<file path="src/pet_bus_pkg.sv">
/*
 * Shared bus definitions: address map, slot phase numbers,
 * host command and address decode structs
 */
package pet_bus_pkg;

    localparam int unsigned ADDR_W = 17;                        // Bus address width

    // CPU memory map
    localparam logic [ADDR_W-1:0] VRAM_BASE = 17'h0_8000;       // Video RAM, mirrored
    localparam logic [ADDR_W-1:0] VRAM_LAST = 17'h0_8FFF;
    localparam logic [ADDR_W-1:0] ROM_BASE  = 17'h0_9000;       // Write protected from here up
    localparam logic [ADDR_W-1:0] IO_BASE   = 17'h0_E800;       // 256 byte I/O page
    localparam logic [ADDR_W-1:0] PIA1_BASE = 17'h0_E810;       // 16 bytes per device
    localparam logic [ADDR_W-1:0] PIA2_BASE = 17'h0_E820;
    localparam logic [ADDR_W-1:0] VIA_BASE  = 17'h0_E840;

    localparam logic [ADDR_W-1:0] KBD_PORT_A = 17'h0_E810;      // Row select written by CPU
    localparam logic [ADDR_W-1:0] KBD_PORT_B = 17'h0_E812;      // Column read, intercepted

    // Host-only registers, bit 16 keeps them off the SRAM
    localparam logic [ADDR_W-1:0] KBD_ROW_BASE = 17'h1_E800;
    localparam logic [ADDR_W-1:0] CTL_REG_ADDR = 17'h1_E880;
    localparam int unsigned       KBD_ROWS     = 10;

    // Phase numbers within one 1 MHz CPU cycle
    localparam int unsigned PHASES         = 16;
    localparam logic [3:0]  SPI_SLOT_FIRST = 4'd2;
    localparam logic [3:0]  SPI_SLOT_LAST  = 4'd3;
    localparam logic [3:0]  CPU_SLOT_FIRST = 4'd8;              // Also rising edge of clk_cpu
    localparam logic [3:0]  CPU_WE_FIRST   = 4'd12;
    localparam logic [3:0]  CPU_WE_LAST    = 4'd14;

    typedef struct packed {
        logic              rw_n;                                // 1 = host reads
        logic [ADDR_W-1:0] addr;
        logic [7:0]        data;                                // Write data, unused on reads
    } spi_cmd_t;

    typedef struct packed {
        logic ram_en;
        logic io_en;
        logic pia1_en;
        logic pia2_en;
        logic via_en;
        logic readonly;                                         // ROM area, writes blocked
        logic mirrored;                                         // A11/A10 forced low
    } bus_decode_t;

endpackage

</file>
<file path="src/spi_bridge.sv">
/*
 * SPI mode 0 slave for host bus commands: byte assembly,
 * pending command hold and read data shift-out
 */
`timescale 1ns/100ps

module spi_bridge (
    input  logic                  clk_16_i,
    input  logic                  rst_n_i,
    input  logic                  spi_sclk_i,
    input  logic                  spi_cs_ni,
    input  logic                  spi_rx_i,
    output logic                  spi_tx_o,
    input  logic [7:0]            spi_rd_data_i,   // Byte captured by the bus for reads
    input  logic                  spi_done_i,      // Bus slot finished
    output pet_bus_pkg::spi_cmd_t spi_cmd_o,
    output logic                  spi_valid_o,     // Command pending
    output logic                  spi_ready_no     // Low once the command has completed
);
    logic [2:0]                     sclk_q;        // Sync stages plus edge history
    logic [2:0]                     cs_q;
    logic [1:0]                     rx_q;
    logic [2:0]                     bit_cnt;
    logic [1:0]                     byte_cnt;
    logic [7:0]                     rx_shift;
    logic [7:0]                     tx_shift;
    logic                           stage_rw_n;
    logic [pet_bus_pkg::ADDR_W-1:0] stage_addr;
    pet_bus_pkg::spi_cmd_t          cmd_q;
    logic                           valid_q;
    logic                           ready_nq;

    wire sclk_rise = sclk_q[1] & ~sclk_q[2];
    wire sclk_fall = ~sclk_q[1] & sclk_q[2];
    wire cs_rise   = cs_q[1] & ~cs_q[2];           // End of transfer
    wire [7:0] rx_byte = {rx_shift[6:0], rx_q[1]}; // Byte as of this SCLK edge

    always_ff @(posedge clk_16_i or negedge rst_n_i) begin
        if (!rst_n_i) begin
            sclk_q     <= 3'b000;
            cs_q       <= 3'b111;                  // Idle deselected
            rx_q       <= 2'b00;
            bit_cnt    <= 3'd0;
            byte_cnt   <= 2'd0;
            rx_shift   <= 8'h00;
            tx_shift   <= 8'h00;
            stage_rw_n <= 1'b1;
            stage_addr <= '0;
            cmd_q      <= '0;
            valid_q    <= 1'b0;
            ready_nq   <= 1'b1;
        end else begin
            sclk_q <= {sclk_q[1:0], spi_sclk_i};
            cs_q   <= {cs_q[1:0], spi_cs_ni};
            rx_q   <= {rx_q[0], spi_rx_i};

            if (spi_done_i) valid_q <= 1'b0;       // Low the cycle after done

            if (spi_done_i) ready_nq <= 1'b0;
            else if (cs_rise) ready_nq <= 1'b1;

            if (cs_q[1]) begin
                bit_cnt  <= 3'd0;                  // Restart framing while deselected
                byte_cnt <= 2'd0;
            end else if (sclk_rise) begin
                rx_shift <= rx_byte;
                bit_cnt  <= bit_cnt + 3'd1;
                if (bit_cnt == 3'd7) begin
                    byte_cnt <= byte_cnt + 2'd1;
                    case (byte_cnt)
                        2'd0: begin
                            stage_rw_n     <= rx_byte[7];
                            stage_addr[16] <= rx_byte[0];
                        end
                        2'd1: stage_addr[15:8] <= rx_byte;
                        2'd2: begin
                            stage_addr[7:0] <= rx_byte;
                            if (stage_rw_n && !valid_q) begin  // Read pends after address
                                cmd_q   <= {1'b1, stage_addr[16:8], rx_byte, 8'h00};
                                valid_q <= 1'b1;
                            end
                        end
                        default: begin
                            if (!stage_rw_n && !valid_q) begin // Write pends after data
                                cmd_q   <= {1'b0, stage_addr, rx_byte};
                                valid_q <= 1'b1;
                            end
                        end
                    endcase
                end
            end else if (sclk_fall) begin
                // First falling edge of the dummy byte presents the read MSB
                if (byte_cnt == 2'd3 && bit_cnt == 3'd0 && stage_rw_n)
                    tx_shift <= spi_rd_data_i;
                else
                    tx_shift <= {tx_shift[6:0], 1'b0};
            end
        end
    end

    assign spi_tx_o     = tx_shift[7];
    assign spi_cmd_o    = cmd_q;
    assign spi_valid_o  = valid_q;
    assign spi_ready_no = ready_nq;

    // Bus side samples the command across the whole slot
    a_cmd_stable: assert property (@(posedge clk_16_i) disable iff (!rst_n_i)
        (spi_valid_o && $past(spi_valid_o)) |-> $stable(spi_cmd_o));

endmodule

</file>
<file path="src/bus_timing.sv">
/*
 * Phase counter, CPU clock and fixed host/CPU slot arbiter
 */
`timescale 1ns/100ps

module bus_timing (
    input  logic       clk_16_i,
    input  logic       rst_n_i,
    input  logic       spi_valid_i,     // Host command pending
    input  logic       cpu_ready_i,     // CPU allowed to run
    output logic       clk_cpu_o,
    output logic       spi_en_o,        // Host owns the bus
    output logic       spi_done_o,      // One cycle after the host slot
    output logic       cpu_en_o,        // CPU owns the bus
    output logic [3:0] phase_o
);
    logic [3:0] phase_q;
    logic       spi_grant_q;            // Host slot granted this cycle
    logic       cpu_grant_q;

    always_ff @(posedge clk_16_i or negedge rst_n_i) begin
        if (!rst_n_i) begin
            phase_q     <= 4'd0;
            spi_grant_q <= 1'b0;
            cpu_grant_q <= 1'b0;
        end else begin
            if (phase_q == 4'(pet_bus_pkg::PHASES - 1)) phase_q <= 4'd0;
            else phase_q <= phase_q + 4'd1;

            if (phase_q == 4'd0) spi_grant_q <= spi_valid_i;  // Sampled at phase 0
            if (phase_q == pet_bus_pkg::CPU_SLOT_FIRST - 4'd1)
                cpu_grant_q <= cpu_ready_i;                   // Held through the CPU half
        end
    end

    assign clk_cpu_o  = (phase_q >= pet_bus_pkg::CPU_SLOT_FIRST);
    assign spi_en_o   = spi_grant_q && (phase_q >= pet_bus_pkg::SPI_SLOT_FIRST)
                                    && (phase_q <= pet_bus_pkg::SPI_SLOT_LAST);
    assign spi_done_o = spi_grant_q && (phase_q == pet_bus_pkg::SPI_SLOT_LAST + 4'd1);
    assign cpu_en_o   = cpu_grant_q && clk_cpu_o;
    assign phase_o    = phase_q;

    // Both requesters drive the shared SRAM bus
    a_one_owner: assert property (@(posedge clk_16_i) disable iff (!rst_n_i)
        !(spi_en_o && cpu_en_o));

endmodule

</file>
<file path="src/address_decoder.sv">
/*
 * CPU memory map decode into device enables and access flags
 */
`timescale 1ns/100ps

module address_decoder (
    input  logic [pet_bus_pkg::ADDR_W-1:0] cpu_addr_i,
    output pet_bus_pkg::bus_decode_t       decode_o
);
    logic io_page;

    assign io_page = (cpu_addr_i[16:8] == pet_bus_pkg::IO_BASE[16:8]);   // E800-E8FF

    always_comb begin
        decode_o          = '0;
        decode_o.io_en    = io_page;
        decode_o.ram_en   = !io_page;                                     // RAM and ROM elsewhere
        decode_o.pia1_en  = (cpu_addr_i[16:4] == pet_bus_pkg::PIA1_BASE[16:4]);
        decode_o.pia2_en  = (cpu_addr_i[16:4] == pet_bus_pkg::PIA2_BASE[16:4]);
        decode_o.via_en   = (cpu_addr_i[16:4] == pet_bus_pkg::VIA_BASE[16:4]);
        decode_o.readonly = (cpu_addr_i >= pet_bus_pkg::ROM_BASE) && !io_page;
        decode_o.mirrored = (cpu_addr_i >= pet_bus_pkg::VRAM_BASE)
                         && (cpu_addr_i <= pet_bus_pkg::VRAM_LAST);       // 1 KB video mirror
    end

endmodule

</file>
<file path="src/pi_register_file.sv">
/*
 * Host keyboard matrix, CPU row select latch, keyboard read
 * intercept and CPU control register
 */
`timescale 1ns/100ps

module pi_register_file (
    input  logic                           clk_16_i,
    input  logic                           rst_n_i,
    input  pet_bus_pkg::spi_cmd_t          spi_cmd_i,
    input  logic                           spi_en_i,
    input  logic [pet_bus_pkg::ADDR_W-1:0] cpu_addr_i,
    input  logic [7:0]                     cpu_data_i,
    input  logic                           cpu_rw_n_i,
    input  logic                           cpu_en_i,
    input  logic [3:0]                     phase_i,
    input  pet_bus_pkg::bus_decode_t       decode_i,
    output logic [7:0]                     reg_rd_data_o,   // Host read of these registers
    output logic                           kbd_en_o,        // Keyboard read intercept
    output logic [7:0]                     kbd_data_o,
    output logic                           cpu_res_no,
    output logic                           cpu_ready_o
);
    logic [7:0] kbd_rows [pet_bus_pkg::KBD_ROWS];           // 0 bits are pressed keys
    logic [3:0] row_sel_q;
    logic [1:0] ctl_q;                                      // Bit 0 reset, bit 1 ready
    logic       host_row_hit;
    logic       host_ctl_hit;

    assign host_row_hit = (spi_cmd_i.addr[16:4] == pet_bus_pkg::KBD_ROW_BASE[16:4])
                       && (spi_cmd_i.addr[3:0] < pet_bus_pkg::KBD_ROWS);
    assign host_ctl_hit = (spi_cmd_i.addr == pet_bus_pkg::CTL_REG_ADDR);

    always_ff @(posedge clk_16_i or negedge rst_n_i) begin
        if (!rst_n_i) begin
            for (int i = 0; i < pet_bus_pkg::KBD_ROWS; i++) kbd_rows[i] <= 8'hFF;
            row_sel_q <= 4'd0;
            ctl_q     <= 2'b01;                             // CPU held in reset, not ready
        end else begin
            if (spi_en_i && !spi_cmd_i.rw_n) begin
                if (host_row_hit) kbd_rows[spi_cmd_i.addr[3:0]] <= spi_cmd_i.data;
                if (host_ctl_hit) ctl_q <= spi_cmd_i.data[1:0];
            end
            // Latch row select late in the write, PIA1 still sees the write
            if (cpu_en_i && !cpu_rw_n_i && phase_i == pet_bus_pkg::CPU_WE_LAST
                    && cpu_addr_i == pet_bus_pkg::KBD_PORT_A)
                row_sel_q <= cpu_data_i[3:0];
        end
    end

    always_comb begin
        if (host_ctl_hit) reg_rd_data_o = {6'b0, ctl_q};
        else if (host_row_hit) reg_rd_data_o = kbd_rows[spi_cmd_i.addr[3:0]];
        else reg_rd_data_o = 8'hFF;                         // Unmapped host register
    end

    assign kbd_en_o   = cpu_en_i && cpu_rw_n_i && decode_i.pia1_en
                     && (cpu_addr_i == pet_bus_pkg::KBD_PORT_B);
    assign kbd_data_o = (row_sel_q < pet_bus_pkg::KBD_ROWS) ? kbd_rows[row_sel_q] : 8'hFF;
    assign cpu_res_no  = !ctl_q[0];
    assign cpu_ready_o = ctl_q[1];

endmodule

</file>
<file path="src/bus_steering.sv">
/*
 * Bus owner mux, SRAM strobes, device chip selects
 * and host read data capture
 */
`timescale 1ns/100ps

module bus_steering (
    input  logic                           clk_16_i,
    input  logic                           rst_n_i,
    input  pet_bus_pkg::spi_cmd_t          spi_cmd_i,
    input  logic                           spi_en_i,
    input  logic                           cpu_en_i,
    input  logic [3:0]                     phase_i,
    input  logic                           cpu_rw_n_i,
    input  logic [pet_bus_pkg::ADDR_W-1:0] cpu_addr_i,
    input  logic [7:0]                     cpu_data_i,
    input  pet_bus_pkg::bus_decode_t       decode_i,
    input  logic                           kbd_en_i,
    input  logic [7:0]                     kbd_data_i,
    input  logic [7:0]                     reg_rd_data_i,
    input  logic [7:0]                     ram_data_i,
    output logic [pet_bus_pkg::ADDR_W-1:0] ram_addr_o,
    output logic [7:0]                     ram_data_o,
    output logic                           ram_ce_no,
    output logic                           ram_oe_no,
    output logic                           ram_we_no,
    output logic                           pia1_cs_no,
    output logic                           pia2_cs_no,
    output logic                           via_cs_no,
    output logic                           io_oe_no,
    output logic [7:0]                     cpu_data_o,
    output logic [7:0]                     spi_rd_data_o
);
    logic       spi_ram;                            // Host access goes to SRAM
    logic       spi_rd_en;
    logic       spi_wr_en;
    logic       cpu_rd_en;
    logic       cpu_wr_en;
    logic       cpu_we_win;                         // CPU write strobe window
    logic [7:0] spi_rd_q;

    assign spi_ram    = spi_en_i && !spi_cmd_i.addr[16];
    assign spi_rd_en  = spi_en_i &&  spi_cmd_i.rw_n;
    assign spi_wr_en  = spi_en_i && !spi_cmd_i.rw_n;
    assign cpu_rd_en  = cpu_en_i &&  cpu_rw_n_i;
    assign cpu_wr_en  = cpu_en_i && !cpu_rw_n_i;
    assign cpu_we_win = (phase_i >= pet_bus_pkg::CPU_WE_FIRST)
                     && (phase_i <= pet_bus_pkg::CPU_WE_LAST);

    always_comb begin
        if (spi_en_i) ram_addr_o = spi_cmd_i.addr;                      // Host sees all RAM
        else if (decode_i.mirrored) ram_addr_o = {cpu_addr_i[16:12], 2'b00, cpu_addr_i[9:0]};
        else ram_addr_o = cpu_addr_i;
    end

    assign ram_data_o = spi_wr_en ? spi_cmd_i.data : cpu_data_i;
    assign ram_ce_no  = !(spi_ram || (cpu_en_i && decode_i.ram_en));
    assign ram_oe_no  = !((spi_ram && spi_rd_en) || (cpu_rd_en && decode_i.ram_en));
    assign ram_we_no  = !((spi_ram && spi_wr_en)
                       || (cpu_wr_en && decode_i.ram_en && cpu_we_win && !decode_i.readonly));

    // Keyboard intercept hides the PIA1 read from the I/O bus
    assign pia1_cs_no = !(cpu_en_i && decode_i.pia1_en && !kbd_en_i);
    assign pia2_cs_no = !(cpu_en_i && decode_i.pia2_en);
    assign via_cs_no  = !(cpu_en_i && decode_i.via_en);
    assign io_oe_no   = !(cpu_en_i && decode_i.io_en && !kbd_en_i);
    assign cpu_data_o = kbd_en_i ? kbd_data_i : ram_data_i;

    always_ff @(posedge clk_16_i or negedge rst_n_i) begin
        if (!rst_n_i) begin
            spi_rd_q <= 8'h00;
        end else if (spi_rd_en && phase_i == pet_bus_pkg::SPI_SLOT_LAST) begin // SRAM settled by now
            spi_rd_q <= spi_cmd_i.addr[16] ? reg_rd_data_i : ram_data_i;
        end
    end

    assign spi_rd_data_o = spi_rd_q;

    // SRAM would drive against the write data
    a_no_oe_we: assert property (@(posedge clk_16_i) disable iff (!rst_n_i)
        !(!ram_oe_no && !ram_we_no));

endmodule

</file>
<file path="src/pet_bus_top.sv">
/*
 * System bus controller top: SPI bridge, slot timing,
 * address decode, host registers and bus steering
 */
`timescale 1ns/100ps

module pet_bus_top (
    input  logic                           clk_16_i,
    input  logic                           rst_n_i,
    input  logic                           spi_sclk_i,
    input  logic                           spi_cs_ni,
    input  logic                           spi_rx_i,
    output logic                           spi_tx_o,
    output logic                           spi_ready_no,
    output logic                           clk_cpu_o,
    output logic                           cpu_res_no,
    output logic                           cpu_ready_o,
    output logic                           cpu_en_o,
    input  logic                           cpu_rw_n_i,
    input  logic [pet_bus_pkg::ADDR_W-1:0] cpu_addr_i,
    input  logic [7:0]                     cpu_data_i,
    output logic [7:0]                     cpu_data_o,
    output logic [pet_bus_pkg::ADDR_W-1:0] ram_addr_o,
    input  logic [7:0]                     ram_data_i,
    output logic [7:0]                     ram_data_o,
    output logic                           ram_ce_no,
    output logic                           ram_oe_no,
    output logic                           ram_we_no,
    output logic                           pia1_cs_no,
    output logic                           pia2_cs_no,
    output logic                           via_cs_no,
    output logic                           io_oe_no
);
    pet_bus_pkg::spi_cmd_t    spi_cmd;
    pet_bus_pkg::bus_decode_t decode;
    logic                     spi_valid;
    logic                     spi_en;
    logic                     spi_done;
    logic [7:0]               spi_rd_data;
    logic [3:0]               phase;
    logic [7:0]               reg_rd_data;
    logic                     kbd_en;
    logic [7:0]               kbd_data;

    spi_bridge spi_bridge (
        .clk_16_i(clk_16_i),           .rst_n_i(rst_n_i),
        .spi_sclk_i(spi_sclk_i),       .spi_cs_ni(spi_cs_ni),
        .spi_rx_i(spi_rx_i),           .spi_tx_o(spi_tx_o),
        .spi_rd_data_i(spi_rd_data),   .spi_done_i(spi_done),
        .spi_cmd_o(spi_cmd),           .spi_valid_o(spi_valid),
        .spi_ready_no(spi_ready_no)
    );

    bus_timing bus_timing (
        .clk_16_i(clk_16_i),           .rst_n_i(rst_n_i),
        .spi_valid_i(spi_valid),       .cpu_ready_i(cpu_ready_o),
        .clk_cpu_o(clk_cpu_o),         .spi_en_o(spi_en),
        .spi_done_o(spi_done),         .cpu_en_o(cpu_en_o),
        .phase_o(phase)
    );

    address_decoder address_decoder (
        .cpu_addr_i(cpu_addr_i),
        .decode_o(decode)
    );

    pi_register_file pi_register_file (
        .clk_16_i(clk_16_i),           .rst_n_i(rst_n_i),
        .spi_cmd_i(spi_cmd),           .spi_en_i(spi_en),
        .cpu_addr_i(cpu_addr_i),       .cpu_data_i(cpu_data_i),
        .cpu_rw_n_i(cpu_rw_n_i),       .cpu_en_i(cpu_en_o),
        .phase_i(phase),               .decode_i(decode),
        .reg_rd_data_o(reg_rd_data),   .kbd_en_o(kbd_en),
        .kbd_data_o(kbd_data),         .cpu_res_no(cpu_res_no),
        .cpu_ready_o(cpu_ready_o)
    );

    bus_steering bus_steering (
        .clk_16_i(clk_16_i),           .rst_n_i(rst_n_i),
        .spi_cmd_i(spi_cmd),           .spi_en_i(spi_en),
        .cpu_en_i(cpu_en_o),           .phase_i(phase),
        .cpu_rw_n_i(cpu_rw_n_i),       .cpu_addr_i(cpu_addr_i),
        .cpu_data_i(cpu_data_i),       .decode_i(decode),
        .kbd_en_i(kbd_en),             .kbd_data_i(kbd_data),
        .reg_rd_data_i(reg_rd_data),   .ram_data_i(ram_data_i),
        .ram_addr_o(ram_addr_o),       .ram_data_o(ram_data_o),
        .ram_ce_no(ram_ce_no),         .ram_oe_no(ram_oe_no),
        .ram_we_no(ram_we_no),         .pia1_cs_no(pia1_cs_no),
        .pia2_cs_no(pia2_cs_no),       .via_cs_no(via_cs_no),
        .io_oe_no(io_oe_no),           .cpu_data_o(cpu_data_o),
        .spi_rd_data_o(spi_rd_data)
    );

endmodule

</file>
<file path="config.mk">
export PLATFORM = sky130hd
export DESIGN_NAME = pet_bus_top
export DESIGN_NICKNAME = d
export VERILOG_FILES = /design/src/pet_bus_pkg.sv /design/src/spi_bridge.sv /design/src/bus_timing.sv /design/src/address_decoder.sv /design/src/pi_register_file.sv /design/src/bus_steering.sv /design/src/pet_bus_top.sv
export SDC_FILE = /design/constraint.sdc
export NUM_CORES = 1
export LEC_CHECK = 0
export CAP_MARGIN = 30
export CORE_MARGIN = 2
export CORE_UTILIZATION = 64
export DETAILED_ROUTE_END_ITERATION = 8
export DONT_BUFFER_PORTS = 1
export PLACE_DENSITY = 0.8
export SETUP_SLACK_MARGIN = 0.15
export SYNTH_ARGS = -nofsm -noshare
export SYNTH_HDL_FRONTEND = slang
export SYNTH_SLANG_ARGS = --single-unit
</file>
<file path="constraint.sdc">
create_clock -name clk_16_i -period 5 [get_ports clk_16_i]
set_input_delay 1.5 -clock clk_16_i [delete_from_list [all_inputs] [get_ports clk_16_i]]
set_output_delay 1.5 -clock clk_16_i [all_outputs]
set_load 0.005 [all_outputs]
</file>
**Word level (Yosys, flattened, before mapping)**

Cells that the tools add are included.

- Output and inout port bits: 46
- Bits in registers: 174
- Word-level logic and storage cells: 185

- Reductions and logical operators: 72
- $add $sub $neg: 3
- Bitwise operators: 11
- Magnitude comparators: 13
- Eq/ne operators: 18
- Mux-type cells: 36

Operator list:

| operator | count |
|---|---|
| 8-bit two-way mux | 12 |
| 80-bit bitwise mux | 1 |
| 8-bit binary-select mux with 4-bit select | 2 |
| 26-bit two-way mux | 2 |
| 26-bit one-hot mux with 2 select lines | 1 |
| 13-bit by 12-bit equality test with 1-bit output (second input constant) | 3 |
| 1-bit logical AND | 36 |
| 17-bit by 16-bit equality test with 1-bit output (second input constant) | 2 |
| 17-bit by 16-bit >= comparator with 1-bit output (second input constant) | 2 |
| 8-bit demux with 4-bit select | 1 |
| 17-bit equality test (second input constant) | 1 |
| 17-bit by 16-bit <= comparator with 1-bit output (second input constant) | 1 |
| 17-bit two-way mux | 1 |
| 1-bit logical NOT | 16 |
| 13-bit equality test (second input constant) | 1 |
| 12-bit two-way mux | 1 |
| 4-bit AND reduction | 3 |
| 5-bit >= comparator (second input constant) | 2 |
| 4-bit inverter with 5-bit output | 2 |
| 9-bit by 8-bit equality test with 1-bit output (second input constant) | 1 |
| 4-bit by 3-bit equality test with 1-bit output (second input constant) | 2 |
| 4-bit equality test (second input constant) | 2 |
| 4-bit >= comparator (second input constant) | 2 |
| 4-bit < comparator (second input constant) | 2 |
| other kinds (28) | 54 |

**Logic depth before layout (Yosys ltp)**

- Depth after elaboration: 8
- Gate-level depth with buffers: 8
- Mapped depth without buffers: 7

**Cells and area by module**

A second synthesis with hierarchy kept.

- Cell total of the unflattened synthesis: 701
- Area, all modules: 9,442.8 um2

Modules (own cells, without submodules):

| module | sequential area each (um2) | times used | cells each | area an instance (um2) |
|---|---|---|---|---|
| pi_register_file | 2,253.4 | 1 | 363 | 4,943.5 |
| spi_bridge | 1,858.0 | 1 | 214 | 3,129.3 |
| bus_steering | 200.2 | 1 | 81 | 910.9 |
| bus_timing | 150.1 | 1 | 28 | 317.8 |
| address_decoder | 0.0 | 1 | 15 | 141.4 |

**Worst setup path after synthesis**

No wires, ideal clock.

- Path type: input to output
- Start: in cpu_addr_i[16] (netlist name)
- End: out cpu_data_o[0]
- Data required time: 3.500 ns
- Buffers on the path: 0
- Data arrival time: 2.947 ns
- Setup slack: 0.553 ns
- Cell stages on the path: 4
- Cells stage by stage: nand4b_1 or4_1 nor3_2 mux2_2

- Cells in the longest elaborated chain, start to end: 4

RTL lines:

| element | line | text |
|---|---|---|
| start, declared | pet_bus_top.sv:20 | `input logic [pet_bus_pkg::ADDR_W-1:0] cpu_addr_i,` |
| 13-bit by 12-bit equality test with 1-bit output | address_decoder.sv:18 | `decode_o.pia1_en = (cpu_addr_i[16:4] == pet_bus_pkg::PIA1_BASE[16:4]);` |
| 1-bit logical AND | pi_register_file.sv:57 | `assign kbd_en_o = cpu_en_i && cpu_rw_n_i && decode_i.pia1_en` |
| 1-bit logical AND (*) | pi_register_file.sv:58 | `&& (cpu_addr_i == pet_bus_pkg::KBD_PORT_B);` |
| 8-bit two-way mux (*) | bus_steering.sv:67 | `assign cpu_data_o = kbd_en_i ? kbd_data_i : ram_data_i;` |
| end, declared | pet_bus_top.sv:22 | `output logic [7:0] cpu_data_o,` |

Every way passes the cells marked *; elsewhere a longest branch is shown, timed or not.

**Worst setup path in the final report**

- Start: in cpu_addr_i[5] (netlist name)
- End: out cpu_data_o[7]

Same word-level chain as after synthesis.

==> out/qor.yml <==
fp.dieArea_sq_mm: 0.01506
syn_nets: 789
insertion_delay_ps: 440
register_area_sq_mm: 0.004463
ir_drop_v: 0.0003075
r2r-start: "bus_timing.phase_o[3]"
drtIter0Drc: 644
ant_nets: 0
crit-reg2reg-capture: "pi_register_file.kbd_rows[56]"
hpwl_microns: 14330
n_antenna_cell: 0
grt_pass1_wl_microns: 33830
cts.repair.resized: 0
clkTransAtPathRegs_ps: 60
period_share: 0.9079
path_delay_family: "simple AND/OR/NAND/NOR gates"
first_pass_iters: 5
cp.arrival_ps: 3040
rsz0062_at_grt: "false"
nFillCells: 921
yosysUniqueCellTypes: 53
reg2reg_slack_ps: 2170
mostFrequentLayoutCells: "mux2_2 (144), dfrtp_1 (87), dfstp_2 (86)"
p_leak_nw: 4.071
slew_violations: 0
cp-start-kind: "input pin"
io_pins: 85
cts_inserted_buffers: 17
die-width_microns: 122.7
cts-hold-fix-buffers: 0
async_reset_ff_frac: 1.000
cp.depth: 5
tightest_slew_ps: 973.3
grt_max_degree: 175
multiInputGateArea_sq_mm: 0.004338
min_path_type: "register to register"
fmax_mhz: 220.3
syn_avg_cell_area_sq_um: 12.19
drive_above_1_share: 0.4276
routed_wl_microns: 21660
cts_tree: "yes"
endpoint: "cpu_data_o[7]"
synth-seq-area-share: 0.4945
path_class: "input pin to primary output"
status: "finished, final reports clean"
vias: 6196
path_cells: "nor4b_1, nand3_1, nor3_2, buf_4, mux2_2"
drcViolationCount: 0
grt_remaining_overflow: 0
cts_sinks: 174
die_h_microns: 122.7
critPathBufInv: 1
cp_max_fo: 8
synthesis.instances: 740
area_growth_pct: 8.223
fin_skew_ps: 8.740
core.rowCount: 43
crit_required_ps: 3500
layout_setup_ws_ps: 460.6
post-cts-setup-buffer-count: 0
rr_worst_depth: 6
setup_viol: 0
root_buffer: "clkbuf_16"
antenna_found_initial: 1
final_hold_viol_count: 0
synth_flop_cell: "dfrtp_1"
grt_usage: 0.3030
nets: 776
synth_edf_count: 0
core_sq_mm: 0.01383
grt_pass1_vias: 6264
max-cap-violations: 0
gp_congestion: 0.8599
cp_slowest_stage_delay_ps: 510
finalSetupTns_ps: 0
power_density_mw_per_mm2: 300.5
syn_area_sq_mm: 0.009022
place_ws_ps: 512.1
final_common_cell: "mux2_2"
cts.path.max_buffers: 2
start_util: 0.6525
ys_warn_count: 0
max_slew_margin: 0.3461
post_drt_via_cell_ratio: 6.742
startpoint: "cpu_addr_i[5]"
worst_path_max_delay_cell: "nor4b_1"
ys_ff_latch: 174
htree_levels: 4
wire_per_inst_microns: 23.57
end_kind: "primary output"
portBuffers: 0
min_period_ps: 4539
[how the worst min path moves through the flow]
stage	startpoint	endpoint	slack, ps	cells after the start
floorplan	spi_bridge.rx_q[0]	spi_bridge.rx_q[1]	330	0
global placement	spi_bridge.rx_q[0]	spi_bridge.rx_q[1]	340	0
detailed placement	spi_bridge.rx_q[0]	spi_bridge.rx_q[1]	340	0
CTS	spi_bridge.rx_q[0]	spi_bridge.rx_q[1]	350	0
global route	spi_bridge.cs_q[0]	spi_bridge.cs_q[1]	360	0
finish	spi_bridge.rx_q[0]	spi_bridge.rx_q[1]	350	0
[layout make-up]
cell class              count  share of cell area
repair buffers             12            0.009226
clock inverters            11             0.01461
inverters                  13            0.004997
clock buffers              20             0.04677
multi-input cells         509              0.4443
well taps                 180             0.02307
flip-flops and latches    174              0.4571
[where the power goes]
part | leakage [nW] | switching (mW) | internal (mW)
combinational | 1.75 | 0.0334 | 0.0415
clock | 0.293 | 0.544 | 0.807
sequential | 2.03 | 0.0550 | 1.45
[worst reg2reg max path: stages (launching register included)]
cell and delay, ps:
dfrtp_1 510, nand4bb_1 250, buf_4 230, nor2_2 490, and3_1 450, nand3_2 400
mux2_2 410
[cell families (layout without fill, tap and decap cells)]
kind of cell               Yosys count  in the layout  synth area share
and+or+nand+nor                    196            196            0.1122
muxes                              209            209            0.2804
adders and majority gates           10             10           0.01387
AOI/OAI and AO/OA                   90             90           0.06975
buffers and inverters               57             56           0.02538
DFF                                174            174            0.4945
xor gates and xnor gates             4              4          0.003884
[cell usage after synthesis, types with 3 or more instances]
| cell type | n | area (sq um) |
|---|---|---|
| a22o_1 | 9 | 78.83 |
| nor3b_1 | 4 | 30.03 |
| buf_2 | 8 | 40.04 |
| and3_1 | 8 | 50.05 |
| nand2_1 | 85 | 319.1 |
| mux4_2 | 20 | 450.4 |
| dfstp_2 | 86 | 2260 |
| mux2_2 | 144 | 1622 |
| nor3_1 | 13 | 65.06 |
| mux2i_1 | 39 | 390.4 |
| nand2b_1 | 6 | 37.54 |
| nand3_1 | 8 | 40.04 |
| a21oi_1 | 9 | 45.04 |
| nand3b_1 | 4 | 30.03 |
| xnor2_1 | 3 | 26.28 |
| buf_1 | 3 | 11.26 |
| mux2_1 | 6 | 67.56 |
| ha_1 | 10 | 125.1 |
| o221a_2 | 8 | 90.09 |
| a31oi_1 | 9 | 56.30 |
| nor2_2 | 5 | 31.28 |
| clkbuf_1 | 31 | 116.4 |
| nand4b_1 | 3 | 26.28 |
| nor2_1 | 34 | 127.6 |
| o22ai_1 | 5 | 31.28 |
| a211oi_1 | 7 | 52.55 |
| a22oi_1 | 13 | 97.59 |
| dfrtp_1 | 88 | 2202 |
| o21ai_0 | 21 | 105.1 |
| inv_1 | 13 | 48.80 |
| nor2b_1 | 5 | 31.28 |
[per-stage QoR]
step	instance area (sq um)	hold slack (ps)	std cells	util	total power [mW]
6_report	9764	350.5	919	0.7062	2.934
4_1_cts	9764	352.2	919	0.7062	2.947
3_5_place_dp	9165	337.0	888	0.6628	1.602
2_1_floorplan	9022	331.2	740	-	1.571
3_3_place_gp	9165	335.7	888	0.6628	1.596
5_1_grt	9764	364.4	919	0.7062	3.027
[per-layer routing]
metal | global-route usage | vias to the layer above | part of all wire
met5 | 0 | - | 0.00060
met4 | 0.1149 | 2 | 0.025
met3 | 0.08364 | 57 | 0.079
met2 | 0.4593 | 262 | 0.47
met1 | 0.4183 | 3189 | 0.43
li1 | - | 2686 | -
[registers in the layout, indices dropped and copies added, names as in the netlist]
name / count
spi_bridge.stage_rw_n: 1
bus_timing.phase_o: 4
spi_bridge.rx_shift: 7
spi_bridge.bit_cnt: 3
spi_bridge.byte_cnt: 2
spi_bridge.sclk_q: 3
spi_bridge.rx_q: 2
bus_timing.cpu_grant_q: 1
spi_bridge.cs_q: 3
pi_register_file.ctl_q: 2
spi_bridge.spi_cmd_o: 26
spi_bridge.stage_addr: 17
pi_register_file.row_sel_q: 4
spi_bridge.spi_ready_no: 1
bus_timing.spi_grant_q: 1
spi_bridge.tx_shift: 8
spi_bridge.spi_valid_o: 1
bus_steering.spi_rd_data_o: 8
pi_register_file.kbd_rows: 80
(Power assumes the default switching activity.)
